<file path="src/rtl/rvv_retire_pkg.sv">
//////////////////////////////////////////////////
// widths, encodings and bus structs of the vector
// retire path; every rtl block and the testbench
// import this package with a wildcard import
//////////////////////////////////////////////////
`default_nettype none

package rvv_retire_pkg;

  //////////////////////////////////////////////////
  // sizes
  localparam int num_rt_uop = 4;  // uops offered per cycle
  localparam int rob_depth  = 8;
  localparam int vlen       = 64;
  localparam int vlenb      = vlen / 8;
  localparam int xlen       = 32;
  localparam int reg_idx_w  = 5;

  localparam int num_vreg  = 2 ** reg_idx_w;          // 32 vector registers
  localparam int rob_ptr_w = $clog2(rob_depth);
  localparam int rob_cnt_w = $clog2(rob_depth + 1);   // 0..rob_depth
  localparam int rt_cnt_w  = $clog2(num_rt_uop + 1);  // 0..num_rt_uop pops

  //////////////////////////////////////////////////
  // per-byte class of the destination register
  typedef logic [1:0] byte_type_t;

  localparam byte_type_t bt_tail          = 2'b00;
  localparam byte_type_t bt_body_inactive = 2'b01;  // masked off
  localparam byte_type_t bt_body_active   = 2'b11;  // only class that writes

  // one result word, vector view or scalar view
  typedef union packed {
    logic [vlen-1:0] vec;
    struct packed {
      logic [vlen-xlen-1:0] pad;
      logic [xlen-1:0]      data;  // scalar result sits in the low bits
    } scl;
  } rt_data_u;

  typedef struct packed {
    logic [7:0] vl;
    logic [7:0] vstart;
    logic [7:0] vtype;
  } vcsr_t;

  //////////////////////////////////////////////////
  // bus structs
  typedef struct packed {
    logic                         w_valid;    // uop writes a register
    logic                         w_type;     // 0 vrf, 1 xrf
    logic [reg_idx_w-1:0]         w_index;
    byte_type_t [vlenb-1:0]       vd_type;
    rt_data_u                     w_data;
    logic                         trap_flag;
    vcsr_t                        vector_csr; // state restored on trap
    logic                         vxsat;
  } rob2rt_t;

  typedef struct packed {
    logic [reg_idx_w-1:0] rt_index;
    logic [vlen-1:0]      rt_data;
    logic [vlenb-1:0]     rt_strobe;  // one bit per byte
  } rt2vrf_t;

  typedef struct packed {
    logic [reg_idx_w-1:0] rt_index;
    logic [xlen-1:0]      rt_data;
  } rt2xrf_t;

endpackage

`default_nettype wire

</file>
<file path="src/rtl/rvv_retire_rob.sv">
//////////////////////////////////////////////////
// reorder buffer of completed uops
// offers its four oldest entries to the retire
// stage and pops the accepted in-order prefix;
// a popped trap flushes every younger entry
//////////////////////////////////////////////////
`timescale 1ns/1ps
`default_nettype none

module rvv_retire_rob import rvv_retire_pkg::*; (
  input  logic                            clk,
  input  logic                            arst_n,
  // enqueue side
  input  logic                            enq_valid,
  input  rob2rt_t                         enq_uop,
  output logic                            enq_ready,
  // retire side with entry 0 oldest
  output logic    [num_rt_uop-1:0]        rob2rt_write_valid,
  output rob2rt_t [num_rt_uop-1:0]        rob2rt_write_data,
  input  logic    [num_rt_uop-1:0]        rob2rt_write_ready
);

  rob2rt_t              mem [rob_depth];  // payload
  logic [rob_ptr_w-1:0] head_q;
  logic [rob_ptr_w-1:0] tail_q;
  logic [rob_cnt_w-1:0] cnt_q;
  logic                 enq_fire;
  logic [rt_cnt_w-1:0]  pop_cnt;
  logic                 flush;
  logic                 stop;

  assign enq_ready = (cnt_q != rob_cnt_w'(rob_depth));
  assign enq_fire  = enq_valid && enq_ready;

  // four oldest entries wrap through the pointer width
  for (genvar i = 0; i < num_rt_uop; i++) begin : g_head
    assign rob2rt_write_valid[i] = (cnt_q > rob_cnt_w'(i));
    assign rob2rt_write_data[i]  = mem[head_q + rob_ptr_w'(i)];
  end

  //////////////////////////////////////////////////
  // pop count is the ready prefix cut after a trap
  always_comb begin
    pop_cnt = '0;
    flush   = 1'b0;
    stop    = 1'b0;
    for (int i = 0; i < num_rt_uop; i++) begin
      if (!stop && rob2rt_write_valid[i] && rob2rt_write_ready[i]) begin
        pop_cnt = pop_cnt + rt_cnt_w'(1);
        if (rob2rt_write_data[i].trap_flag) begin
          flush = 1'b1;  // younger ones go too
          stop  = 1'b1;
        end
      end else begin
        stop = 1'b1;
      end
    end
  end

  always_ff @(posedge clk or negedge arst_n) begin
    if (!arst_n) begin
      head_q <= '0;
      tail_q <= '0;
      cnt_q  <= '0;
    end else if (flush) begin
      // drop stored entries but keep an enqueue on this edge
      head_q <= tail_q;
      tail_q <= tail_q + rob_ptr_w'(enq_fire);
      cnt_q  <= rob_cnt_w'(enq_fire);
    end else begin
      head_q <= head_q + rob_ptr_w'(pop_cnt);
      tail_q <= tail_q + rob_ptr_w'(enq_fire);
      cnt_q  <= cnt_q + rob_cnt_w'(enq_fire) - rob_cnt_w'(pop_cnt);
    end
  end

  always_ff @(posedge clk) begin
    if (enq_fire) begin
      mem[tail_q] <= enq_uop;
    end
  end

  //////////////////////////////////////////////////
  // checks
  a_cnt_bound: assert property (@(posedge clk) disable iff (!arst_n)
    cnt_q <= rob_cnt_w'(rob_depth))
    else $error("rob occupancy above depth");

  // an enqueue into a full buffer would move tail past head
  a_ptr_cnt: assert property (@(posedge clk) disable iff (!arst_n)
    rob_ptr_w'(tail_q - head_q) == rob_ptr_w'(cnt_q))
    else $error("rob pointers disagree with occupancy");

endmodule

`default_nettype wire

</file>
<file path="config.mk">
export PLATFORM = sky130hd
export DESIGN_NAME = rvv_retire_rob
export DESIGN_NICKNAME = d
export VERILOG_FILES = /design/src/rtl/rvv_retire_pkg.sv /design/src/rtl/rvv_retire_rob.sv
export SDC_FILE = /design/constraint.sdc
export NUM_CORES = 2
export LEC_CHECK = 0
export BUFFER_PORTS_ARGS = -buffer_cell sky130_fd_sc_hd__buf_2
export CORE_UTILIZATION = 56
export CTS_CLUSTER_DIAMETER = 200
export DETAILED_ROUTE_END_ITERATION = 6
export PLACE_DENSITY = 0.77
export SKIP_CTS_REPAIR_TIMING = 1
export SLEW_MARGIN = 20
export SYNTH_ARGS = -nofsm -noshare
export SYNTH_HDL_FRONTEND = slang
export SYNTH_SLANG_ARGS = --single-unit
</file>
<file path="constraint.sdc">
create_clock -name clk -period 25.3 [get_ports clk]
set_input_delay 2.53 -clock clk [delete_from_list [all_inputs] [get_ports clk]]
set_output_delay 2.53 -clock clk [all_outputs]
set_load 0.005 [all_outputs]
</file>
==> parameters.txt <==
Parameter                              Value

Min path
  Min-delay worst type    reg2reg
  Hold Path Stages    1

Placement
  Detailed-placement wirelength estimate    80700 um
  GPL Wtd Cong    0.865
  I/O Buffers    576

STA
  Post-route clock skew    27.1 ps
  Final Hold Viols    0
  Slew Limit Headroom    25.9%
  Worst Max-Slew Pin Slew    1110 ps
  Setup violation total in the final timing report    0
  Final hold slack    611 ps
  Unrepaired setup endpoints after global routing    false
  Final Slew Violations    0
  Achievable frequency    130 MHz
  Share of the clock period used by the worst path after layout    30.4%
  Final-layout setup total negative slack    0 ps
  Final min period    7690 ps

Clocking
  Reg clk slew, reported paths    60 ps
  Cts bufs inserted    97
  Later-pin clock latency in the skew report    670 ps
  Max H-tree Level    3
  Buffers from clock root to sink, at most    3
  CTS tree    yes
  Library cell used as clock root buffer    clkbuf_16
  Clock net sink count    914

Layout
  Most frequent cells in the layout    edfxtp_1, mux2_2, buf_2, mux4_2, nand2_1
  Fraction of final layout cells with drive strength greater than 1    50.0%
  Layout area overhead    14.8%
  Leading cell type in the layout, fill and taps excluded    edfxtp_1
  Nets    3678

Floorplan
  Die height    296 um
  Site Rows    107
  Die area    0.0877 sq mm
  Count of boundary I/O pins    577
  Initial Util    56.7%
  Die width    296 um
  Area of the core region    0.0854 sq mm

Synthesis
  Yosys top cell area share    56.0%
  Post-Syn Nets    3191
  Count of cell types in the netlist    39
  Warning count from the yosys run    0
  Proportion of synthesized chip area in sequential cells    56.5%
  Synth Cell Area    0.0485 sq mm
  Top area cells in the synthesized netlist    edfxtp_1, mux4_2, mux2_2, mux2i_1, o21ai_0
  Flip-flop and latch count after synthesis    914
  Cell type with the highest aggregate area in the netlist    edfxtp_1
  Most used flip-flop cell after synthesis    edfxtp_1
  Count of flip-flops with a built-in enable after synthesis    904
  Synth async-reset ratio    1.09%
  Count of mapped cells out of synthesis    3055
  Mean Syn Cell Area    15.9 sq um

Drt
  Initial DRC count    2631
  Detailed-route vias per instance    6.37
  Post-detailed-routing wire length    127000 um
  Number of nets with antenna violations after routing    0
  Wire length per cell after detailed routing    26.6 um
  1st-pass router iterations    6
  Overall via count from detail_route    30400
  DRC errors left    0

Worst setup path
  Launch instance of the worst register-to-register path    head_q[1]
  Cells on worst reg2reg path    17
  Endpoint required time on the critical path    22770 ps
  Capture instance of the worst register-to-register path    cnt_q[3]
  Crit Path Category    reg2out
  Critical path destination    rob2rt_write_data[350]
  Worst Path Arrival    5160 ps
  Critical Path Source Type    register
  Kind of capture point of the worst setup path    primary output
  Largest fanout on the critical path    83
  Timing startpoint of the critical path    head_q[1]
  Internal reg-to-reg setup slack    19000 ps

Global route
  Via count of the first global-routing pass    29700
  Antenna violations before repair    18
  GRT Util Overall    28.2%
  Residual overflow from global routing    0
  Largest net degree at the start of global routing    172
  Wire length of the first global-routing pass    184000 um

Outcome
  Result of the run    finished clean

Pwr
  P_leak    0.0195 uW
  Worst vdd ir    0.000104 V
  Power per Cell Area    149 mW/mm^2
  Total power of the final layout    8300 uW

Flow run
  Number of violations of the max-capacitance limit    0
## sequential cells by signal (all words and copies together), names as in the netlist
| signal | cells |
|---|---|
| tail_q | 3 |
| head_q | 3 |
| mem | 904 |
| cnt_q | 4 |
## logic make-up after synthesis
| group | share of synthesized area, % |
|---|---|
| multiplexers | 34.0 |
| flip-flops | 56.5 |
| AND/OR/NAND/NOR | 3.08 |
| AO/OA/AOI/OAI | 3.71 |
| buffers and inverters | 2.05 |
| adder cells (fa/ha/maj) | 0.444 |
| XOR/XNOR | 0.181 |
## layout make-up
type	instances	area (sq um)
antenna	10	25.0
clock buffer	111	2520
clock inverter	65	744
fill	6068	29800
inverter	14	60.1
multi-input combinational	1890	20200
sequential	914	27400
tap	1144	1430
timing repair buffer	625	3270
## worst max-delay path: stages, from the launching register on
cell and delay [ps]:
dfrtp_4 890, inv_8 370, ha_4 310, xor2_4 500, buf_4 760, buf_4 810, mux4_2 620, buf_2 150
## cells in the mapped netlist, types with 4 or more instances
| library cell | number |
|---|---|
| buf_2 | 33 |
| mux2_4 | 4 |
| ha_1 | 14 |
| nand2_1 | 234 |
| dfrtp_1 | 10 |
| buf_1 | 35 |
| clkbuf_1 | 168 |
| nor3_1 | 5 |
| mux4_2 | 340 |
| o21ai_0 | 227 |
| mux2i_1 | 119 |
| inv_1 | 13 |
| xnor2_1 | 7 |
| or2_2 | 4 |
| nor2_1 | 121 |
| edfxtp_1 | 904 |
| mux2_2 | 672 |
| a21oi_1 | 113 |
## through the flow
stage | util [%] | worst slack [ps] | instance area (sq um) | std cells
3_3_place_gp | 61.3 | 18200 | 52300 | 4587
2_1_floorplan | - | 11150 | 48500 | 3055
6_report | 65.1 | 17610 | 55600 | 4773
4_1_cts | 65.1 | 17440 | 55600 | 4763
3_5_place_dp | 61.3 | 18150 | 52300 | 4587
5_1_grt | 65.1 | 17250 | 55600 | 4770
## power by group
| part | switching (uW) | internal [uW] | leakage (uW) |
|---|---|---|---|
| registers | 141 | 1910 | 0.00832 |
| logic | 2470 | 2330 | 0.00954 |
| clock network | 595 | 852 | 0.00160 |
## worst min path at each step
| stage | slack, ps | from | end |
|---|---|---|---|
| 2_1_floorplan | 530 | tail_q[2] | tail_q[2] |
| 3_3_place_gp | 600 | tail_q[2] | tail_q[2] |
| 3_5_place_dp | 600 | tail_q[2] | tail_q[2] |
| 4_1_cts | 610 | tail_q[2] | tail_q[2] |
| 5_1_grt | 660 | tail_q[2] | tail_q[2] |
| 6_report | 610 | tail_q[2] | tail_q[2] |
## routing by layer
metal / share of wire [%] / vias to the layer above / track usage, %
met5: 0.099 / - / 0
met4: 3.3 / 20 / 10.4
met3: 8.6 / 250 / 6.57
met2: 49 / 1393 / 46.3
met1: 39 / 15500 / 36.8
li1: - / 13200 / -
Power figures use the tool's default switching activity.
