**src/rtl/rvv_retire_pkg.sv**
```systemverilog
//////////////////////////////////////////////////
// widths, encodings and bus structs of the vector
// retire path; every rtl block and the testbench
// import this package with a wildcard import
//////////////////////////////////////////////////
`default_nettype none

package rvv_retire_pkg;

  //////////////////////////////////////////////////
  // sizes
  localparam int num_rt_uop = 4;  // uops offered per cycle
  localparam int rob_depth  = 8;
  localparam int vlen       = 64;
  localparam int vlenb      = vlen / 8;
  localparam int xlen       = 32;
  localparam int reg_idx_w  = 5;

  localparam int num_vreg  = 2 ** reg_idx_w;          // 32 vector registers
  localparam int rob_ptr_w = $clog2(rob_depth);
  localparam int rob_cnt_w = $clog2(rob_depth + 1);   // 0..rob_depth
  localparam int rt_cnt_w  = $clog2(num_rt_uop + 1);  // 0..num_rt_uop pops

  //////////////////////////////////////////////////
  // per-byte class of the destination register
  typedef logic [1:0] byte_type_t;

  localparam byte_type_t bt_tail          = 2'b00;
  localparam byte_type_t bt_body_inactive = 2'b01;  // masked off
  localparam byte_type_t bt_body_active   = 2'b11;  // only class that writes

  // one result word, vector view or scalar view
  typedef union packed {
    logic [vlen-1:0] vec;
    struct packed {
      logic [vlen-xlen-1:0] pad;
      logic [xlen-1:0]      data;  // scalar result sits in the low bits
    } scl;
  } rt_data_u;

  typedef struct packed {
    logic [7:0] vl;
    logic [7:0] vstart;
    logic [7:0] vtype;
  } vcsr_t;

  //////////////////////////////////////////////////
  // bus structs
  typedef struct packed {
    logic                         w_valid;    // uop writes a register
    logic                         w_type;     // 0 vrf, 1 xrf
    logic [reg_idx_w-1:0]         w_index;
    byte_type_t [vlenb-1:0]       vd_type;
    rt_data_u                     w_data;
    logic                         trap_flag;
    vcsr_t                        vector_csr; // state restored on trap
    logic                         vxsat;
  } rob2rt_t;

  typedef struct packed {
    logic [reg_idx_w-1:0] rt_index;
    logic [vlen-1:0]      rt_data;
    logic [vlenb-1:0]     rt_strobe;  // one bit per byte
  } rt2vrf_t;

  typedef struct packed {
    logic [reg_idx_w-1:0] rt_index;
    logic [xlen-1:0]      rt_data;
  } rt2xrf_t;

endpackage

`default_nettype wire

```
**src/rtl/rvv_backend_retire.sv**
```systemverilog
//////////////////////////////////////////////////
// combinational retire stage
// sorts up to four uops into vrf and xrf writes,
// resolves waw overlaps into disjoint byte strobes,
// drops uops younger than a trap and forwards the
// trap's config state and the saturation flag
//////////////////////////////////////////////////
`timescale 1ns/1ps
`default_nettype none

module rvv_backend_retire import rvv_retire_pkg::*; (
  // from rob, entry 0 oldest
  input  logic    [num_rt_uop-1:0]  rob2rt_write_valid,
  input  rob2rt_t [num_rt_uop-1:0]  rob2rt_write_data,
  output logic    [num_rt_uop-1:0]  rob2rt_write_ready,
  // scalar register file
  output logic    [num_rt_uop-1:0]  rt2xrf_write_valid,
  output rt2xrf_t [num_rt_uop-1:0]  rt2xrf_write_data,
  input  logic    [num_rt_uop-1:0]  rt2xrf_write_ready,
  // vector register file, no ready
  output logic    [num_rt_uop-1:0]  rt2vrf_write_valid,
  output rt2vrf_t [num_rt_uop-1:0]  rt2vrf_write_data,
  // config state and saturation
  output logic                      rt2vcsr_write_valid,
  output vcsr_t                     rt2vcsr_write_data,
  output logic                      rt2vsat_write_valid,
  output logic                      rt2vsat_write_data
);

  logic [num_rt_uop-1:0]             is_xrf;
  logic [num_rt_uop-1:0]             is_vrf;
  logic [num_rt_uop-1:0]             older_ok;  // every older entry leaves this cycle
  logic [num_rt_uop-1:0]             go;
  logic [num_rt_uop-1:0]             retire;
  logic [num_rt_uop-1:0]             vxsat_in;
  logic [num_rt_uop-1:0][vlenb-1:0]  byte_en;
  logic [num_rt_uop-1:0][vlenb-1:0]  strobe;

  //////////////////////////////////////////////////
  // decode
  always_comb begin
    for (int i = 0; i < num_rt_uop; i++) begin
      is_xrf[i]   = rob2rt_write_data[i].w_valid && rob2rt_write_data[i].w_type;
      is_vrf[i]   = rob2rt_write_data[i].w_valid && !rob2rt_write_data[i].w_type;
      vxsat_in[i] = rob2rt_write_data[i].vxsat;
      for (int b = 0; b < vlenb; b++) begin
        byte_en[i][b] = (rob2rt_write_data[i].vd_type[b] == bt_body_active);
      end
    end
  end

  // xrf uops wait for their port, the rest never stall
  always_comb begin
    for (int i = 0; i < num_rt_uop; i++) begin
      rob2rt_write_ready[i] = is_xrf[i] ? rt2xrf_write_ready[i] : 1'b1;
    end
  end

  //////////////////////////////////////////////////
  // ordering and trap mask
  always_comb begin
    older_ok[0] = 1'b1;
    for (int i = 1; i < num_rt_uop; i++) begin
      older_ok[i] = older_ok[i-1] && rob2rt_write_valid[i-1] && rob2rt_write_ready[i-1]
                    && !rob2rt_write_data[i-1].trap_flag;
    end
  end

  assign go     = rob2rt_write_valid & older_ok;
  assign retire = go & rob2rt_write_ready;  // entries popped this cycle

  assign rt2xrf_write_valid = go & is_xrf;  // held while port not ready
  assign rt2vrf_write_valid = go & is_vrf;

  //////////////////////////////////////////////////
  // waw: a younger write to the same register wins its bytes
  always_comb begin
    for (int i = 0; i < num_rt_uop; i++) begin
      strobe[i] = byte_en[i];
      for (int j = i + 1; j < num_rt_uop; j++) begin
        if (rt2vrf_write_valid[j] &&
            rob2rt_write_data[j].w_index == rob2rt_write_data[i].w_index) begin
          strobe[i] = strobe[i] & ~byte_en[j];
        end
      end
    end
  end

  // pack port data
  always_comb begin
    for (int i = 0; i < num_rt_uop; i++) begin
      rt2vrf_write_data[i].rt_index  = rob2rt_write_data[i].w_index;
      rt2vrf_write_data[i].rt_data   = rob2rt_write_data[i].w_data.vec;
      rt2vrf_write_data[i].rt_strobe = strobe[i];
      rt2xrf_write_data[i].rt_index  = rob2rt_write_data[i].w_index;
      rt2xrf_write_data[i].rt_data   = rob2rt_write_data[i].w_data.scl.data;  // low xlen
    end
  end

  //////////////////////////////////////////////////
  // vcsr from the oldest retiring trap
  always_comb begin
    rt2vcsr_write_valid = 1'b0;
    rt2vcsr_write_data  = '0;
    for (int i = num_rt_uop - 1; i >= 0; i--) begin
      if (retire[i] && rob2rt_write_data[i].trap_flag) begin
        rt2vcsr_write_valid = 1'b1;
        rt2vcsr_write_data  = rob2rt_write_data[i].vector_csr;
      end
    end
  end

  assign rt2vsat_write_valid = |retire;
  assign rt2vsat_write_data  = |(retire & vxsat_in);  // discarded uops never count

endmodule

`default_nettype wire

```
**config.mk**
```make
export PLATFORM = sky130hd
export DESIGN_NAME = rvv_backend_retire
export DESIGN_NICKNAME = d
export VERILOG_FILES = /design/src/rtl/rvv_retire_pkg.sv /design/src/rtl/rvv_backend_retire.sv
export SDC_FILE = /design/constraint.sdc
export NUM_CORES = 1
export LEC_CHECK = 0
export BUFFER_PORTS_ARGS = -buffer_cell sky130_fd_sc_hd__buf_2
export CORE_AREA = 2 2 369 371
export DETAILED_ROUTE_END_ITERATION = 12
export DIE_AREA = 0 0 371 373
export PLACE_DENSITY = 0.31
export SLEW_MARGIN = 20
export SYNTH_ARGS = -nofsm -noshare
export SYNTH_HDL_FRONTEND = slang
export SYNTH_SLANG_ARGS = --single-unit
```
**constraint.sdc**
```tcl
create_clock -name vclk -period 2.4
set_input_delay 0.6 -clock vclk [all_inputs]
set_output_delay 0.6 -clock vclk [all_outputs]
set_load 0.01 [all_outputs]
```
==> out/metrics.yaml, run 1 <==
final_layout:
  fillerInstances: 16000
  clockBufferCount: 0
  synthToLayoutAreaGrowth_pct: 45.1
  design_area_mm2: 0.00770
  seq_cell_count: 0
  stdcell_count: 2499
  layout-drive-gt1-share_pct: 71.9
  regArea_um2: 0
  nets: 1169
setup_path:
  cp.arrival_ps: 2180
  cp.buffers_inverters: 4
  cp-start-kind: "input pin"
  cp_num_cells: 8
  cpMaxStageDelayCell: "a31oi_4"
  critPathMaxFanout: 8
  critPathKind: "in -> out"
  worstPathCellList: "buf_8 > and3b_4 > and3_4 > buf_16 > buf_12 > nand4_1 > a31oi_4 > buf_6"
  crit_path_max_incr_delay_ps: 330
  crit_required_ps: 1800
  path_delay_family: "simple AND/OR/NAND/NOR gates"
  critPathCaptureType: "primary output"
sta:
  fin_tns_setup_ps: -15480
  rsz0062_at_grt: "yes"
  slew_violations: 0
  holdWs_ps: 1200
  worst_pin_slew_ps: 676
  fmax_mhz: 359
  finalCritPeriodShare_pct: 116
  setup_violations: 53
  finalHoldViolCount: 0
  relSlewSlack_pct: 54.9
  fin_crit_ps: 2780
  setup_slack_ps: -383
placement:
  place_inst: 2466
  portBuffers: 315
  placed_cell_area_mm2: 0.00683
  post-dp-hpwl_um: 58800
  gpl.final_weighted_congestion: 0.678
detailed_routing:
  wl_um: 67900
  drt_iter0_markers: 383
  ant_nets: 0
  drtPass1Iterations: 6
  drcViolationCount: 0
  wl_per_cell_um: 27.2
  viasPerCell: 2.14
  vias: 5342
synthesis:
  synth_seq_area_share_pct: 0
  yosys_warnings: 0
  ys_types: 39
  syn_avg_cell_area_um2: 7.41
  synth_cells: 717
  synthesis.area_mm2: 0.00531
  syn_nets: 1177
floorplanning:
  num_io_pins: 955
  die_area_mm2: 0.138
  std_cell_rows: 135
  die_h_um: 373
  die_x_um: 371
  initial_core_util_pct: 3.94
  core_mm2: 0.135
global_routing:
  grt_first_pass_wirelength_um: 76300
  track_usage_pct: 9.00
  antenna_found_initial: 26
  grt_pass1_vias: 5179
  grt_start_max_net_pins: 36
  overflow: 0
power_and_ir_drop:
  power_frac_seq_pct: 0
  swShare_pct: 55.1
  power.density_mw_per_mm2: 148
  pwr-share-clk_pct: 0
  combPwrFrac_pct: 100.0
  p_sw_uw: 629
  total_power_uw: 1140
  power.internal_uw: 512
  ir_drop_v: 0.0000715
  leakage_uw: 0.00273
run_status:
  status: "finished with violations"
  violations: "setup timing"
worst_hold_path:
  hold-path-cell-count: 0
  hold_class: "in -> out"
flow_run:
  cap_violations: 0
## layer usage
layer | track usage, % | wire [um] | vias up
met4 | 1.65 | 1450 | 12
met2 | 13.6 | 28700 | 751
met5 | 1.21 | 257 | -
met1 | 8.92 | 22900 | 2412
li1 | - | - | 2057
met3 | 8.61 | 14600 | 110
## cells by family (layout without fill, tap and decap cells)
| kind of cell | after synthesis | count (layout) | share of synthesized area (%) |
|---|---|---|---|
| buffers and inverters | 453 | 443 | 65.1 |
| AND/OR/NAND/NOR | 150 | 150 | 19.5 |
| AO/OA/AOI/OAI | 84 | 84 | 10.4 |
| XOR/XNOR | 30 | 30 | 4.95 |
| other | 0 | 11 | 0 |
## cell type report
| type | instances | area (um^2) | share of cell area [%] |
|---|---|---|---|
| Timing Repair Buffer | 442 | 3180 | 41.2 |
| Multi-Input combinational cell | 264 | 2270 | 29.4 |
| Tap cell | 1781 | 2230 | 28.9 |
| Antenna cell | 11 | 27.5 | 0.357 |
| Inverter | 1 | 3.75 | 0.0487 |
## layout by cell type, fill, tap and decap left out, drive strengths merged, types with 2 or more instances in the layout
master and n:
diode 11, a221oi 16, buf 439, o21ai 10
nor2b 3, and4b 8, clkbuf 3, nand4 59
and2 27, xor2 2, o22ai 24, and3 3
nand3b 5, nand2 23, a31oi 33, xnor2 28
nor2 6, nor4 4, nand3 8
## stage by stage
step / setup WS [ps] / util [%]
global placement: -879 / 5.08
finish: -383 / 5.72
detailed placement: -876 / 5.08
global route: -511 / 5.70
floorplan: -16.1 / -
CTS: -494 / 5.53
## path summary, 6_finish.rpt
path,start,endpoint,slack [ps]
setup / recovery,rob2rt_write_data[25],rt2vcsr_write_data[20],-380
hold / removal,rob2rt_write_data[196],rt2vrf_write_data[142],1200
## cells in the mapped netlist, types with 2 or more instances
| library cell | instances | area, um^2 |
|---|---|---|
| buf_4 | 425 | 3190 |
| nand4_1 | 58 | 363 |
| a31oi_1 | 33 | 206 |
| xnor2_1 | 28 | 245 |
| o22ai_1 | 24 | 150 |
| nand2_1 | 22 | 82.6 |
| and2_1 | 18 | 113 |
| a221oi_1 | 16 | 140 |
| buf_6 | 9 | 101 |
| and2_0 | 8 | 50.1 |
| and4b_1 | 8 | 80.1 |
| o21ai_0 | 8 | 40.0 |
| nand3_1 | 7 | 35.0 |
| clkbuf_1 | 5 | 18.8 |
| clkbuf_8 | 5 | 68.8 |
| nor2_1 | 5 | 18.8 |
| buf_2 | 4 | 20.0 |
| nor4_4 | 4 | 85.1 |
| buf_8 | 3 | 45.0 |
| nand3b_1 | 3 | 22.5 |
| and3_1 | 2 | 12.5 |
| nand3b_4 | 2 | 40.0 |
| nor2b_1 | 2 | 12.5 |
| o21ai_1 | 2 | 10.0 |
| xor2_1 | 2 | 17.5 |
## power by group through the flow
stage / Clock, uW / Combinational [uW] / Sequential, uW
floorplan: 0 / 1030 / 0
global placement: 0 / 1010 / 0
detailed placement: 0 / 1010 / 0
CTS: 0 / 1120 / 0
global route: 0.000112 / 1220 / 0
finish: 0.000549 / 1140 / 0
## what timing repair did
action,4_1_cts,5_1_grt
pin swaps,51,26
gates cloned,5,3
hold buffers,0,0
gates resized for setup,78,41
setup buffers,11,8
setup endpoints to repair,56,55
(Power assumes the default switching activity.)
==> inputs of run 2 (changes only) <==
--- a/config.mk
+++ b/config.mk
@@ -5,10 +5,12 @@
 export SDC_FILE = /design/constraint.sdc
 export NUM_CORES = 1
 export LEC_CHECK = 0
+export ABC_AREA = 0
 export BUFFER_PORTS_ARGS = -buffer_cell sky130_fd_sc_hd__buf_2
 export CORE_AREA = 2 2 369 371
 export DETAILED_ROUTE_END_ITERATION = 12
 export DIE_AREA = 0 0 371 373
+export GPL_ROUTABILITY_DRIVEN = 0
 export PLACE_DENSITY = 0.31
 export SLEW_MARGIN = 20
 export SYNTH_ARGS = -nofsm -noshare
==> constraint.sdc (replaced) <==
create_clock -name vclk -period 2.4
set_input_delay 0.36 -clock vclk [all_inputs]
set_output_delay 0.36 -clock vclk [all_outputs]
set_load 0.01 [all_outputs]
==> out/metrics.yaml, run 2 (same netlist as run 1, synthesis figures left out) <==
sta:
  relSlewSlack_pct: 58.9
  finalHoldViolCount: 0
  finalCritPeriodShare_pct: 106
  setup_violations: 1
  worst_pin_slew_ps: 617
  rsz0062_at_grt: "yes"
  setup_slack_ps: -144
  fmax_mhz: 393
  fin_tns_setup_ps: -144
  fin_crit_ps: 2540
  slew_violations: 0
final_layout:
  fillerInstances: 16079
  layout-drive-gt1-share_pct: 63.1
  clockBufferCount: 0
  regArea_um2: 0
  seq_cell_count: 0
  multiInputGateArea_mm2: 0.00191
  synthToLayoutAreaGrowth_pct: 23.2
  nets: 1112
  final_common_cell: "buf_2"
  final_cell_mix: "313 x buf_2, 58 x nand4_1, 47 x buf_4"
setup_path:
  crit_top_cell: "buf_2"
  path_delay_family: "buffers and inverters"
  critPathKind: "in -> out"
  critPathCaptureType: "primary output"
  cpMaxStageDelayCell: "a221oi_4"
  cp_num_cells: 9
  worstPathCellList: "buf_2 > nor2b_2 > buf_6 > buf_12 > nand3b_1 > nor4_4 > buf_4 > a221oi_4 > buf_2"
  cp.buffers_inverters: 5
  cp-start-kind: "input pin"
  crit_required_ps: 2040
  critPathMaxFanout: 8
  cp.arrival_ps: 2180
  crit_path_max_incr_delay_ps: 560
global_routing:
  grt_start_max_net_pins: 26
  antenna_found_initial: 28
  grt_first_pass_wirelength_um: 74400
  overflow: 0
  track_usage_pct: 8.79
  grt_pass1_vias: 4937
detailed_routing:
  top_layer_used: "met5"
  vias: 5056
  wl_met3_um: 15800
  ant_nets: 0
  drcViolationCount: 0
  drt_iter0_markers: 350
  drtPass1Iterations: 5
  wl_per_cell_um: 26.7
  viasPerCell: 2.07
  wl_um: 65000
  wl_met2_um: 27600
  wl_met1_um: 20000
floorplanning:
  initial_core_util_pct: 3.94
  core_mm2: 0.135
  die_x_um: 371
  die_area_mm2: 0.138
  num_io_pins: 955
  die_h_um: 373
  std_cell_rows: 135
run_status:
  violations: "setup timing"
  status: "finished with violations"
worst_hold_path:
  hold_class: "in -> out"
  hold-path-cell-count: 0
placement:
  portBuffers: 315
  post-dp-hpwl_um: 60000
flow_run:
  cap_violations: 0
==> run 2: cell count changes in the layout (fill, tap and decap cells not counted), sizes merged <==
cell / change
buf: -55
diode: -4
clkbuf: -2
==> run 2: path summary, 6_finish.rpt <==
check	from	end
worst max-delay path	rob2rt_write_valid[2]	rt2vrf_write_data[4]
worst min-delay path	rob2rt_write_data[165]	rt2vrf_write_data[111]
==> run 2: metrics by stage <==
step | utilization [%] | instances | instance area, um^2 | hold slack, ps | setup WS, ps
finish | 4.86 | 2438 | 6540 | 720 | -144
global route | 4.85 | 2433 | 6530 | 720 | -134
CTS | 4.81 | 2430 | 6470 | 720 | -101
detailed placement | 4.68 | 2423 | 6300 | 720 | -740
global placement | 4.67 | 2423 | 6290 | 720 | -1200
floorplan | - | 717 | 5310 | 768 | 463
==> run 2: area by class of cell <==
type | count | area share [%]
Tap cell | 1781 | 34.1
Multi-Input combinational cell | 264 | 29.2
Antenna cell | 7 | 0.268
Inverter | 1 | 0.0574
Timing Repair Buffer | 385 | 36.4
==> run 2: timing repair <==
action                                 in CTS  in global routing
pin swaps                                   5                  3
setup buffers                               6                  0
resized for setup                          12                  8
setup endpoints to repair                  43                 13
endpoints found under the hold margin       0                  0
hold buffers                                0                  0
cloned                                      1                  1
==> run 2: per-layer routing <==
metal  vias up  global-route usage (%)
li1       1926                       -
met2       741                    13.2
met3       100                    9.58
met5         -                       0
met4        20                    1.74
met1      2269                    8.08
==> inputs of run 3 (changes only) <==
==> constraint.sdc (replaced) <==
create_clock -name vclk -period 2.6
set_input_delay 0.39 -clock vclk [all_inputs]
set_output_delay 0.39 -clock vclk [all_outputs]
set_load 0.01 [all_outputs]
==> out/metrics.yaml, run 3 (same netlist as run 1, synthesis figures left out) <==
run_status:
  status: "completed"
sta:
  relSlewSlack_pct: 53.6
  setup_violations: 0
  fmax_mhz: 402
  finalHoldViolCount: 0
  fin_crit_ps: 2490
  rsz0062_at_grt: "no"
  holdWs_ps: 780
  worst_pin_slew_ps: 691
  slew_violations: 0
  finalCritPeriodShare_pct: 95.6
power_and_ir_drop:
  total_power_uw: 821
  ir_drop_v: 0.0000617
  pwr-share-clk_pct: 0
  power.density_mw_per_mm2: 131
  p_sw_uw: 497
  swShare_pct: 60.5
  leakage_uw: 0.00215
  power.internal_uw: 325
  combPwrFrac_pct: 100.0
  power_frac_seq_pct: 0
worst_hold_path:
  hp-start: "rob2rt_write_data[165]"
  hold-path-cell-count: 0
  hold_class: "in -> out"
  hold_path_end: "rt2vrf_write_data[111]"
setup_path:
  cp.buffers_inverters: 6
  cp.arrival_ps: 2100
  critPathKind: "in -> out"
  crit_required_ps: 2210
  worstPathCellList: "buf_2 > nand3b_1 > buf_4 > buf_4 > and2_2 > buf_12 > buf_12 > nand4_1 > a31oi_1 > buf_2"
  crit_path_max_incr_delay_ps: 240
  cpMaxStageDelayCell: "a31oi_1"
  path_delay_family: "buffers and inverters"
  cp-start-kind: "input pin"
  critPathMaxFanout: 25
  critPathCaptureType: "primary output"
floorplanning:
  die_h_um: 373
  num_io_pins: 955
  std_cell_rows: 135
  core_mm2: 0.135
  die_area_mm2: 0.138
  initial_core_util_pct: 3.94
  die_x_um: 371
global_routing:
  grt_pass1_vias: 4670
  grt_use_met1_pct: 8.00
  track_usage_pct: 8.79
  use_met3_pct: 9.82
  antenna_found_initial: 26
  grt_first_pass_wirelength_um: 74100
  overflow: 0
  grt-busiest-layer: "met2"
  grtUsageMet2_pct: 13.0
  grt_start_max_net_pins: 26
detailed_routing:
  ant_nets: 0
  drt_iter0_markers: 335
  vias: 4934
  drtPass1Iterations: 5
  wl_per_cell_um: 26.8
  viasPerCell: 2.04
  drcViolationCount: 0
  wl_um: 64900
placement:
  place_inst: 2411
  post-dp-hpwl_um: 60200
  portBuffers: 315
clocking:
  cts_hold_buf: 0
final_layout:
  stdcell_count: 2422
  clockBufferCount: 0
  final_cell_mix: "315 x buf_2, 58 x nand4_1, 38 x buf_4"
  regArea_um2: 0
  nets: 1094
  synthToLayoutAreaGrowth_pct: 18.3
  layout-drive-gt1-share_pct: 61.7
  seq_cell_count: 0
  final_common_cell: "buf_2"
  final_util_pct: 4.67
flow_run:
  cap_violations: 0
-- run 3: cell types whose count changed in the layout (fill, tap and decap cells not counted), sizes merged --
cell / change
buf: -17
diode: +2
clkbuf: -1
-- run 3: power groups by stage --
stage                     Clock, uW  Combinational [uW]  Sequential, uW
after global routing       0.000208                 890               0
final                      0.000177                 821               0
after detailed placement          0                 839               0
after global placement            0                 845               0
after floorplan                   0                 932               0
after CTS                         0                 850               0
-- run 3: worst max-delay path by stage --
stage / cells after the start / endpoint / from / slack [ps]
after floorplan: 7 / rt2vcsr_write_data[0] / rob2rt_write_data[25] / 600
after global placement: 8 / rt2vrf_write_data[4] / rt2xrf_write_ready[2] / -610
after detailed placement: 8 / rt2vrf_write_data[4] / rt2xrf_write_ready[2] / -660
after CTS: 9 / rt2vrf_write_data[7] / rob2rt_write_data[138] / 20
after global routing: 7 / rt2vrf_write_data[79] / rob2rt_write_data[25] / 10
final: 10 / rt2vcsr_write_data[13] / rob2rt_write_data[337] / 110
-- run 3: cell type report --
type                       instances  area [um^2]
fill                           16062       128000
tap                             1781         2230
timing repair buffer             367         2120
multi-input combinational        264         1900
antenna                            9         22.5
inverter                           1         3.75
-- run 3: what timing repair did --
| action | CTS | global route |
|---|---|---|
| resized for setup | 7 | 1 |
| cloned | 0 | 0 |
| endpoints found under the setup margin | 18 | 2 |
| setup buffers | 2 | 0 |
| pin swaps | 1 | 0 |
-- run 3: layer usage --
layer / vias up / part of all wire (%)
met5: - / 0.28
met4: 22 / 2.4
met3: 104 / 24
met2: 745 / 42
met1: 2175 / 31
li1: 1888 / -
-- run 3: per-stage QoR --
stage                     setup slack, ps  instance area [um^2]  TNS [ps]
after floorplan                       603                  5310         0
after global placement               -606                  6200     -2190
after detailed placement             -657                  6200     -2260
after CTS                            24.2                  6260         0
after global routing                 12.6                  6270         0
final                                 113                  6280         0
