[src/rtl/rvv_retire_pkg.sv]
//////////////////////////////////////////////////
// widths, encodings and bus structs of the vector
// retire path; every rtl block and the testbench
// import this package with a wildcard import
//////////////////////////////////////////////////
`default_nettype none

package rvv_retire_pkg;

  //////////////////////////////////////////////////
  // sizes
  localparam int num_rt_uop = 4;  // uops offered per cycle
  localparam int rob_depth  = 8;
  localparam int vlen       = 64;
  localparam int vlenb      = vlen / 8;
  localparam int xlen       = 32;
  localparam int reg_idx_w  = 5;

  localparam int num_vreg  = 2 ** reg_idx_w;          // 32 vector registers
  localparam int rob_ptr_w = $clog2(rob_depth);
  localparam int rob_cnt_w = $clog2(rob_depth + 1);   // 0..rob_depth
  localparam int rt_cnt_w  = $clog2(num_rt_uop + 1);  // 0..num_rt_uop pops

  //////////////////////////////////////////////////
  // per-byte class of the destination register
  typedef logic [1:0] byte_type_t;

  localparam byte_type_t bt_tail          = 2'b00;
  localparam byte_type_t bt_body_inactive = 2'b01;  // masked off
  localparam byte_type_t bt_body_active   = 2'b11;  // only class that writes

  // one result word, vector view or scalar view
  typedef union packed {
    logic [vlen-1:0] vec;
    struct packed {
      logic [vlen-xlen-1:0] pad;
      logic [xlen-1:0]      data;  // scalar result sits in the low bits
    } scl;
  } rt_data_u;

  typedef struct packed {
    logic [7:0] vl;
    logic [7:0] vstart;
    logic [7:0] vtype;
  } vcsr_t;

  //////////////////////////////////////////////////
  // bus structs
  typedef struct packed {
    logic                         w_valid;    // uop writes a register
    logic                         w_type;     // 0 vrf, 1 xrf
    logic [reg_idx_w-1:0]         w_index;
    byte_type_t [vlenb-1:0]       vd_type;
    rt_data_u                     w_data;
    logic                         trap_flag;
    vcsr_t                        vector_csr; // state restored on trap
    logic                         vxsat;
  } rob2rt_t;

  typedef struct packed {
    logic [reg_idx_w-1:0] rt_index;
    logic [vlen-1:0]      rt_data;
    logic [vlenb-1:0]     rt_strobe;  // one bit per byte
  } rt2vrf_t;

  typedef struct packed {
    logic [reg_idx_w-1:0] rt_index;
    logic [xlen-1:0]      rt_data;
  } rt2xrf_t;

endpackage

`default_nettype wire

[src/rtl/rvv_vcsr.sv]
//////////////////////////////////////////////////
// vector config state and sticky vxsat
// state loads on a trap write; vxsat only clears
// on reset
//////////////////////////////////////////////////
`timescale 1ns/1ps
`default_nettype none

module rvv_vcsr import rvv_retire_pkg::*; (
  input  logic   clk,
  input  logic   arst_n,
  input  logic   rt2vcsr_write_valid,
  input  vcsr_t  rt2vcsr_write_data,
  input  logic   rt2vsat_write_valid,
  input  logic   rt2vsat_write_data,
  output vcsr_t  vcsr_q,
  output logic   vxsat_q
);

  always_ff @(posedge clk or negedge arst_n) begin
    if (!arst_n) begin
      vcsr_q <= '0;
    end else if (rt2vcsr_write_valid) begin
      vcsr_q <= rt2vcsr_write_data;  // trap restores vl/vstart/vtype
    end
  end

  // sticky, a zero write never clears it
  always_ff @(posedge clk or negedge arst_n) begin
    if (!arst_n) begin
      vxsat_q <= 1'b0;
    end else if (rt2vsat_write_valid) begin
      vxsat_q <= vxsat_q | rt2vsat_write_data;
    end
  end

endmodule

`default_nettype wire

[config.mk]
export PLATFORM = sky130hd
export DESIGN_NAME = rvv_vcsr
export DESIGN_NICKNAME = d
export VERILOG_FILES = /design/src/rtl/rvv_retire_pkg.sv /design/src/rtl/rvv_vcsr.sv
export SDC_FILE = /design/constraint.sdc
export NUM_CORES = 1
export LEC_CHECK = 0
export BUFFER_PORTS_ARGS = -buffer_cell sky130_fd_sc_hd__buf_2
export CORE_MARGIN = 5
export CORE_UTILIZATION = 40
export CTS_CLUSTER_SIZE = 14
export DETAILED_ROUTE_END_ITERATION = 10
export GPL_ROUTABILITY_DRIVEN = 0
export PLACE_DENSITY = 0.78
export REMOVE_ABC_BUFFERS = 1
export SLEW_MARGIN = 20
export SYNTH_ARGS = -nofsm -noshare
export SYNTH_HDL_FRONTEND = slang
export SYNTH_SLANG_ARGS = --single-unit
[constraint.sdc]
create_clock -name clk -period 0.8 [get_ports clk]
set_input_delay 0.08 -clock clk [delete_from_list [all_inputs] [get_ports clk]]
set_output_delay 0.08 -clock clk [all_outputs]
set_load 0.03 [all_outputs]
==> out/results.tsv, run 1 <==
metric	value	unit
met1 usage	20.2	%
CP required	0.72	ns
Synth warnings	0	
total negative slack	-5.77	ns
DRT antenna net count	0	
Die Area	3690	um^2
fin. max-slew vios	0	
minimum hold slack	0.0155	ns
Yosys cell types	6	
Critical Path, Cell by Cell	buf_6	
Avg WL per Cell	18.4	um
Vias	825	
Max clock buf depth	2	
peak supply drop	1.22	mV
starting density of the core	41.6	%
RSZ-0062 raised after global routing	true	
Worst Hold Class	in -> reg	
IO buf count	53	
Crit Path Class	reg -> out	
power per cell area	1650	nW/um^2
H-tree levels	1	
Syn Area/Cell	19.4	um^2
most common cell after layout, fill and taps aside	buf_6	
HPWL after DPL	1720	um
most frequent cells in the layout	33 x buf_6, 28 x buf_2, 25 x dlygate4sd3_1, 25 x dfrtp_1, 22 x mux2_4	
vias per cell	4.53	
delay-heaviest family, CP	flip-flops	
Slew HR	83.7	%
Remaining DRCs	0	
Root Buffer	clkbuf_4	
total track usage	16.9	%
final net count	182	
proportion of layout cells with a drive suffix above 1	65.8	%
worst-case clock skew	0	ns
CTS Buf Count	3	
vias in the first global route	936	
total power	3.20	mW
Die Y	60.7	um
busiest grt layer	met2	
Worst-path clk slew	0.13	ns
WP buf/inv	1	
die width	60.7	um
Post-Route WL	3350	um
CP max stage delay	0.44	ns
CP Capture Type	output port	
diodes inserted	0	
clock period minus worst slack	0.977	ns
Max FO, Critical Path	2	
area of the mapped netlist	1030	um^2
CTS tree	done	
Max Cap Viol	0	
crit share post-route	122	%
design area	1940	um^2
largest net degree at the start of global routing	17	
DRT Pass-1 Iters	3	
DRT iter0 DRCs	32	
failing checks	negative setup slack	
Worst-Margin Slew	0.244	ns
post-synthesis register bit count	25	
Synth-to-Final Area Change	88.3	%
Cell Rows	18	
initial antenna violation count	0	
CORE AREA	2480	um^2
final hold vios	0	
Clk Latency, worst-skew pair	0.30	ns
critical path startpoint category	register	
I/O pin count	54	
Worst Path Arrival	0.90	ns
cell area after placement	1340	um^2
Syn Inst Count	53	
global-route wire length before repair	4550	um
GRT overflow	0	
routing usage on met3	3.83	%
status	finished, violations left	
Final Worst Setup Slack	-0.177	ns
# setup viols final	45	
Static Leak	0.981	nW
CTS Sinks	25	
highest clock rate	1020	MHz
Slowest-stage cell, CP	dfrtp_1	
met2 usage	31.5	%
sequential area share after synthesis	60.8	%
fin util	78.3	%
[metrics by stage]
stage / std cells / setup WS, ns
after floorplan: 50 / -0.0887
after global placement: 136 / -0.0422
after detailed placement: 136 / -0.0706
after CTS: 175 / -0.170
after global routing: 182 / -0.200
final: 182 / -0.177
[Yosys cell counts (all sizes together)]
cell   count  area share, %
buf        3            5.0
dfrtp     25             61
a21o       1           0.73
mux2      24             34
[path summary, 6_finish.rpt]
check,from,end,slack (ns),cells past startpoint
min in group asynchronous,arst_n,vcsr_q[8]$_DFFE_PN0P_,0.20,2
min reg2reg,vxsat_q$_DFFE_PN0P_,vxsat_q$_DFFE_PN0P_,0.55,1
max in group asynchronous,arst_n,vcsr_q[18]$_DFFE_PN0P_,0.25,3
max,vcsr_q[9]$_DFFE_PN0P_,vcsr_q[9],-0.18,1
min,rt2vcsr_write_data[17],vcsr_q[17]$_DFFE_PN0P_,0.02,2
max reg2reg,vcsr_q[9]$_DFFE_PN0P_,vcsr_q[9]$_DFFE_PN0P_,-0.13,2
[sequential cells by signal (all words and copies together) (netlist names)]
signal   flops
vcsr_q      24
vxsat_q      1
[power by group]
part	switching, mW	total (mW)	leakage (nW)	internal [mW]
combinational	0.492	1.17	0.677	0.679
sequential	0.106	1.49	0.289	1.39
clock	0.347	0.541	0.0150	0.194
total	0.946	3.20	0.981	2.26
[final cells by class]
class / instances / area (um^2)
Multi-Input combinational cell: 25 / 360
Timing Repair Buffer: 98 / 890
Clock buffer: 4 / 26.3
Fill cell: 133 / 538
Tap cell: 30 / 37.5
Sequential cell: 25 / 626
[metal layers]
metal,routed length (um),vias to the layer above
li1,-,380
met1,1320,409
met2,1760,34
met3,260,2
met4,13,0
met5,0,-
[repair_timing]
item                                    in CTS  in global routing
gates resized for setup                     50                 10
hold buffers                                25                  0
endpoints found under the setup margin      25                 43
setup buffers                               10                  7
hold endpoints to repair                    48                  0
[cell families (layout without fill, tap and decap cells)]
kind of cell / Yosys count / after routing / synth area share (%)
AO/OA/AOI/OAI: 1 / 1 / 0.729
buffers and inverters: 3 / 102 / 4.98
multiplexers: 24 / 24 / 33.5
flip-flops: 25 / 25 / 60.8
(Power assumes the default switching activity.)
==> inputs of run 2 (changes only) <==
--- a/config.mk
+++ b/config.mk
@@ -6,12 +6,13 @@
 export NUM_CORES = 1
 export LEC_CHECK = 0
 export BUFFER_PORTS_ARGS = -buffer_cell sky130_fd_sc_hd__buf_2
+export CORE_ASPECT_RATIO = 0.8
 export CORE_MARGIN = 5
 export CORE_UTILIZATION = 40
 export CTS_CLUSTER_SIZE = 14
 export DETAILED_ROUTE_END_ITERATION = 10
 export GPL_ROUTABILITY_DRIVEN = 0
-export PLACE_DENSITY = 0.78
+export PLACE_DENSITY = 0.77
 export REMOVE_ABC_BUFFERS = 1
 export SLEW_MARGIN = 20
 export SYNTH_ARGS = -nofsm -noshare
==> out/results.tsv, run 2 (same netlist as run 1, synthesis figures left out) <==
metric	value	unit	change
Slowest-stage cell, CP	dfrtp_1		unchanged
Worst-Margin Slew	0.546	ns	was 0.244 ns
starting density of the core	41.8	%	was 41.6%
Critical Path, Cell by Cell	buf_6		unchanged
power per cell area	1660	nW/um^2	was 1650 nW/um^2
DRT Pass-1 Iters	4		was 3
CTS Sinks	25		unchanged
R2R cell count	2		unchanged
Worst Path Arrival	0.91	ns	was 0.90 ns
most frequent cells in the layout	30 x buf_6, 28 x buf_2, 27 x dlygate4sd3_1		was 33 x buf_6, 28 x buf_2, 25 x dlygate4sd3_1, 25 x dfrtp_1, 22 x mux2_4
Static Leak	0.951	nW	was 0.981 nW
proportion of layout cells with a drive suffix above 1	64.4	%	was 65.8%
DRT iter0 DRCs	10		was 32
Flop pwr share	47.0	%	was 46.5%
status	finished, violations left		unchanged
Sw Share	30.3	%	was 29.5%
HPWL after DPL	1540	um	was 1720 um
I/O pin count	54		unchanged
Root Buffer	clkbuf_4		unchanged
WP buf/inv	1		unchanged
Most flops, register	vcsr_q		unchanged
vias per cell	4.56		was 4.53
worst r2r dst	vcsr_q[21]$_DFFE_PN0P_		was vcsr_q[9]$_DFFE_PN0P_
R2R setup slack	-0.13	ns	about the same
H-tree levels	1		unchanged
total negative slack	-5.59	ns	was -5.77 ns
NetSw	0.960	mW	was 0.946 mW
IO buf count	53		unchanged
Comb power frac	34.7	%	was 36.6%
Crit Path Class	reg -> out		unchanged
WHS Endpoint	vcsr_q[5]$_DFFE_PN0P_		was vcsr_q[17]$_DFFE_PN0P_
max reg flops	24		unchanged
worst-case clock skew	0	ns	unchanged
Final Worst Setup Slack	-0.190	ns	was -0.177 ns
CP Capture Type	output port		unchanged
DRT antenna net count	0		unchanged
Vias	843		was 825
die width	66.7	um	was 60.7 um
Worst Hold Launch	rt2vcsr_write_valid		was rt2vcsr_write_data[17]
failing checks	negative setup slack		unchanged
Worst-path clk slew	0.15	ns	was 0.13 ns
largest net degree at the start of global routing	26		was 17
final hold vios	0		unchanged
total track usage	16.7	%	was 16.9%
hold depth	3		was 2
highest clock rate	1010	MHz	was 1020 MHz
GRT overflow	0		unchanged
Max FO, Critical Path	2		unchanged
Critical R2R Launch	vcsr_q[21]$_DFFE_PN0P_		was vcsr_q[9]$_DFFE_PN0P_
Avg WL per Cell	16.4	um	was 18.4 um
initial antenna violation count	0		unchanged
crit share post-route	124	%	was 122%
delay-heaviest family, CP	flip-flops		unchanged
peak supply drop	1.11	mV	was 1.22 mV
Clock power frac	18.3	%	was 16.9%
Die Y	55.4	um	was 60.7 um
fin util	77.4	%	was 78.3%
Post-Route WL	3040	um	was 3350 um
Max clock buf depth	2		unchanged
final net count	179		was 182
Synth-to-Final Area Change	85.1	%	was 88.3%
Slew HR	63.6	%	was 83.7%
Max Cap Viol	0		unchanged
diodes inserted	0		unchanged
area of the multi-input gates	357	um^2	was 360 um^2
critical path startpoint category	register		unchanged
top flop regs	vcsr_q: 24 flops, vxsat_q: 1 flops		unchanged
Reg area	626	um^2	unchanged
# setup viols final	40		was 45
fillers	152		was 133
fin. max-slew vios	0		unchanged
Die Area	3700	um^2	was 3690 um^2
CP required	0.72	ns	about the same
CTS Buf Count	3		unchanged
clock period minus worst slack	0.990	ns	was 0.977 ns
Cell Rows	16		was 18
vias in the first global route	959		was 936
CP max stage delay	0.44	ns	about the same
Post-Place Setup Slack	-0.0590	ns	was -0.0706 ns
RSZ-0062 raised after global routing	true		unchanged
Remaining DRCs	0		unchanged
Clk Latency, worst-skew pair	0.32	ns	was 0.30 ns
CTS tree	done		unchanged
CORE AREA	2460	um^2	was 2480 um^2
global-route wire length before repair	4620	um	was 4550 um
Worst Hold Class	in -> reg		unchanged
most common cell after layout, fill and taps aside	buf_6		unchanged
P_int	2.21	mW	was 2.26 mW
## run 2: changes by cell type in the layout (fill, tap and decap cells not counted), sizes merged
cell / before / now
buf: 73 / 68
clkbuf: 4 / 3
clkinvlp: 0 / 1
dlygate4sd3: 25 / 27
## run 2: final cells by class
type | count | share of cell area [%]
clock inverters | 1 | 0.394
flip-flops and latches | 25 | 32.8
well taps | 36 | 2.36
clock buffers | 3 | 1.18
multi-input cells | 25 | 18.7
repair buffers | 95 | 44.5
## run 2: metal layers
layer	GRT usage (%)	wire, um	vias to the layer above
li1	-	-	373
met3	6.49	250	6
met5	0	0	-
met1	20.2	1190	424
met2	27.3	1550	40
met4	4.64	46	0
## run 2: worst max-delay path by stage
stage	startpoint	endpoint	slack, ns	cells past startpoint
finish	vcsr_q[22]$_DFFE_PN0P_	vcsr_q[22]	-0.19	1
floorplan	vcsr_q[0]$_DFFE_PN0P_	vcsr_q[0]$_DFFE_PN0P_	-0.09	1
CTS	vcsr_q[22]$_DFFE_PN0P_	vcsr_q[22]	-0.19	1
detailed placement	rt2vcsr_write_valid	vcsr_q[21]$_DFFE_PN0P_	-0.06	3
global placement	rt2vcsr_write_valid	vcsr_q[15]$_DFFE_PN0P_	-0.04	3
global route	vcsr_q[22]$_DFFE_PN0P_	vcsr_q[22]	-0.23	1
## run 2: per-stage QoR
step                      hold WS (ns)  power, mW  cell area, um^2  std cells
final                            0.250       3.17             1910        185
after global routing             0.228       3.29             1910        185
after CTS                      0.00379       3.11             1840        180
after detailed placement         0.101       2.21             1330        141
after global placement          0.0840       2.19             1330        141
after floorplan                 -0.216       1.90              978         50
## run 2: power by group through the flow
stage          logic, mW  clock network [mW]  registers (mW)
2_1_floorplan      0.187                   0            1.72
3_3_place_gp       0.717                   0            1.47
3_5_place_dp       0.735                   0            1.47
4_1_cts             1.04               0.586            1.48
5_1_grt             1.15               0.635            1.51
6_report            1.10               0.579            1.49
## run 2: what timing repair did
item,4_1_cts,5_1_grt
hold endpoints to repair,49,1
setup endpoints to repair,25,43
pin swaps,0,0
gates resized for setup,50,6
setup buffers,9,4
gates cloned,0,0
hold buffers,26,1
==> inputs of run 3 (changes only) <==
--- a/config.mk
+++ b/config.mk
@@ -5,14 +5,15 @@
 export SDC_FILE = /design/constraint.sdc
 export NUM_CORES = 1
 export LEC_CHECK = 0
+export ABC_AREA = 1
 export BUFFER_PORTS_ARGS = -buffer_cell sky130_fd_sc_hd__buf_2
-export CORE_ASPECT_RATIO = 0.8
+export CORE_ASPECT_RATIO = 0.75
 export CORE_MARGIN = 5
 export CORE_UTILIZATION = 40
 export CTS_CLUSTER_SIZE = 14
 export DETAILED_ROUTE_END_ITERATION = 10
 export GPL_ROUTABILITY_DRIVEN = 0
-export PLACE_DENSITY = 0.77
+export PLACE_DENSITY = 0.78
 export REMOVE_ABC_BUFFERS = 1
 export SLEW_MARGIN = 20
 export SYNTH_ARGS = -nofsm -noshare
==> out/results.tsv, run 3 <==
metric	value	unit	change
initial antenna violation count	0		unchanged
DRT Pass-1 Iters	4		unchanged
Max clock buf depth	2		unchanged
wl on met1	1280	um	was 1190 um
H-tree levels	1		unchanged
Reg area	626	um^2	unchanged
most frequent cells in the layout	61 x nand2_1, 28 x buf_2, 27 x dlygate4sd3_1		was 30 x buf_6, 28 x buf_2, 27 x dlygate4sd3_1
Commonest cells post-synth	64 x nand2_1, 25 x dfrtp_1, 10 x nand2_2		was 25 x dfrtp_1, 20 x mux2_4, 4 x mux2_2
Static Leak	1.05	nW	was 0.951 nW
Worst-path clk slew	0.14	ns	was 0.15 ns
HPWL after DPL	1800	um	was 1540 um
post-synthesis register bit count	25		unchanged
proportion of layout cells with a drive suffix above 1	45.5	%	was 64.4%
IO buf count	53		unchanged
fillers	168		was 152
synth top area cells	dfrtp_1 62%, nand2_1 24%, nand2_2 6.2%, buf_6 3.3%, buf_12 2.0%		was dfrtp_1 61%, mux2_4 29%, mux2_2 4.4%, buf_12 3.9%, buf_6 1.1%
largest area contributor in the netlist	dfrtp_1		unchanged
vias in the first global route	1059		was 959
failing checks	negative setup slack		unchanged
Cell Rows	15		was 16
Max Used Layer	met3		was met4
final net count	239		was 179
placed cells	191		was 141
ys async rst share	100	%	unchanged
critical path startpoint category	register		unchanged
Synth-to-Final Area Change	88.5	%	was 85.1%
Sw Share	30.9	%	was 30.3%
CTS tree	done		unchanged
Flop pwr share	48.5	%	was 47.0%
Max FO, Critical Path	2		unchanged
final hold vios	0		unchanged
Post-synth EDFFs	0		unchanged
most common cell after layout, fill and taps aside	nand2_1		was buf_6
Syn Inst Count	106		was 53
Worst Hold Class	in -> reg		unchanged
Remaining DRCs	0		unchanged
I/O pin count	54		unchanged
Worst Path Arrival	0.90	ns	was 0.91 ns
max reg flops	24		unchanged
Synth warnings	0		unchanged
top-count cell post-synth	nand2_1		was dfrtp_1
R2R setup slack	-0.07	ns	was -0.13 ns
die width	68.1	um	was 66.7 um
starting density of the core	42.8	%	was 41.8%
NetSw	0.928	mW	was 0.960 mW
DRT antenna net count	0		unchanged
Slew HR	81.6	%	was 63.6%
status	finished, violations left		unchanged
GRT overflow	0		unchanged
design area	1910	um^2	unchanged
Root Buffer	clkbuf_4		unchanged
DRT iter0 DRCs	33		was 10
highest clock rate	1020	MHz	was 1010 MHz
CTS Sinks	25		unchanged
# setup viols final	29		was 40
Critical Path, Cell by Cell	buf_6		unchanged
CORE AREA	2360	um^2	was 2460 um^2
Worst-Margin Slew	0.277	ns	was 0.546 ns
power per cell area	1570	nW/um^2	was 1660 nW/um^2
peak supply drop	1.09	mV	was 1.11 mV
worst-case clock skew	0	ns	unchanged
Comb power frac	33.0	%	was 34.7%
Most flops, register	vcsr_q		unchanged
RSZ-0062 raised after global routing	true		unchanged
cell area after placement	1290	um^2	was 1330 um^2
largest net degree at the start of global routing	25		was 26
P_int	2.07	mW	was 2.21 mW
Clk Latency, worst-skew pair	0.32	ns	about the same
Clock power frac	18.5	%	was 18.3%
fin. max-slew vios	0		unchanged
CP max stage delay	0.43	ns	was 0.44 ns
WL met2	1480	um	was 1550 um
Max Cap Viol	0		unchanged
WP buf/inv	1		unchanged
global-route wire length before repair	4740	um	was 4620 um
Slowest-stage cell, CP	dfrtp_1		unchanged
clock period minus worst slack	0.979	ns	was 0.990 ns
diodes inserted	0		unchanged
Post-Place Setup Slack	0.0831	ns	was -0.0590 ns
Syn Area/Cell	9.54	um^2	was 19.4 um^2
top flop regs	vcsr_q: 24 flops, vxsat_q: 1 flops		unchanged
crit share post-route	122	%	was 124%
metal3 WL	237	um	was 250 um
delay-heaviest family, CP	flip-flops		unchanged
Die Area	3640	um^2	was 3700 um^2
CTS Buf Count	3		unchanged
Post-Route WL	3000	um	was 3040 um
Avg WL per Cell	12.3	um	was 16.4 um
total track usage	17.5	%	was 16.7%
Yosys cell types	8		was 6
ys flop type	dfrtp_1		unchanged
Crit Path Class	reg -> out		unchanged
area of the multi-input gates	310	um^2	was 357 um^2
Die Y	53.5	um	was 55.4 um
Non-Filler Instances	243		was 185
Vias	1030		was 843
vias per cell	4.24		was 4.56
Final Worst Setup Slack	-0.179	ns	was -0.190 ns
sequential area share after synthesis	61.9	%	was 60.8%
share of the synthesized area in the top cell type	61.9	%	was 60.8%
CP Capture Type	output port		unchanged
CP required	0.72	ns	about the same
area of the mapped netlist	1010	um^2	was 1030 um^2
run 3: changes by cell type after synthesis, sizes merged:
cell / before / now
a21o: 1 / 0
buf: 3 / 4
clkbuf: 0 / 1
inv: 0 / 2
mux2: 24 / 0
nand2: 0 / 74
run 3: power groups by stage:
stage | combinational, mW | sequential, mW | clock [mW]
CTS | 0.933 | 1.45 | 0.565
floorplan | 0.120 | 1.68 | 0
finish | 0.990 | 1.45 | 0.555
global route | 1.06 | 1.47 | 0.622
global placement | 0.604 | 1.45 | 0
detailed placement | 0.614 | 1.46 | 0
run 3: final cells by class:
class,count,share of cell area [%]
sequential,25,32.8
clock inverter,1,0.263
clock buffer,3,1.18
tap,34,2.23
multi-input combinational,74,16.3
inverter,2,0.788
timing repair buffer,104,46.4
run 3: logic make-up (layout without fill, tap and decap cells):
| kind of cell | Yosys count | count (layout) | share of synthesized area (%) |
|---|---|---|---|
| and+or+nand+nor | 74 | 74 | 30.0 |
| DFF | 25 | 25 | 61.9 |
| buffers and inverters | 7 | 110 | 8.17 |
run 3: repair_timing:
item,4_1_cts,5_1_grt
endpoints found under the hold margin,50,0
pin swaps,0,1
hold buffers,27,0
endpoints found under the setup margin,25,26
cloned,0,0
resized for setup,50,3
setup buffers,14,8
run 3: per-layer routing:
layer,track usage (%),vias up
met5,0,-
met4,0.990,0
met3,6.47,0
met2,32.8,37
met1,19.9,474
li1,-,519
run 3: stage by stage:
step	hold slack (ns)	setup TNS, ns	utilization (%)	total power, mW
after floorplan	-0.216	0	-	1.80
after global placement	-0.0366	0	54.4	2.06
after detailed placement	-0.0323	0	54.4	2.07
after CTS	0.0707	-4.05	78.0	2.95
after global routing	0.0859	-5.31	80.6	3.15
final	0.0873	-4.16	80.6	3.00
run 3: path summary, 6_finish.rpt:
path,endpoint,start,cells past startpoint
max,vcsr_q[4],vcsr_q[4]$_DFFE_PN0P_,1
min,vcsr_q[17]$_DFFE_PN0P_,rt2vcsr_write_valid,3
max reg2reg,vcsr_q[8]$_DFFE_PN0P_,vcsr_q[8]$_DFFE_PN0P_,4
min reg2reg,vcsr_q[13]$_DFFE_PN0P_,vcsr_q[13]$_DFFE_PN0P_,2
max in group asynchronous,vcsr_q[16]$_DFFE_PN0P_,arst_n,3
min in group asynchronous,vcsr_q[3]$_DFFE_PN0P_,arst_n,2
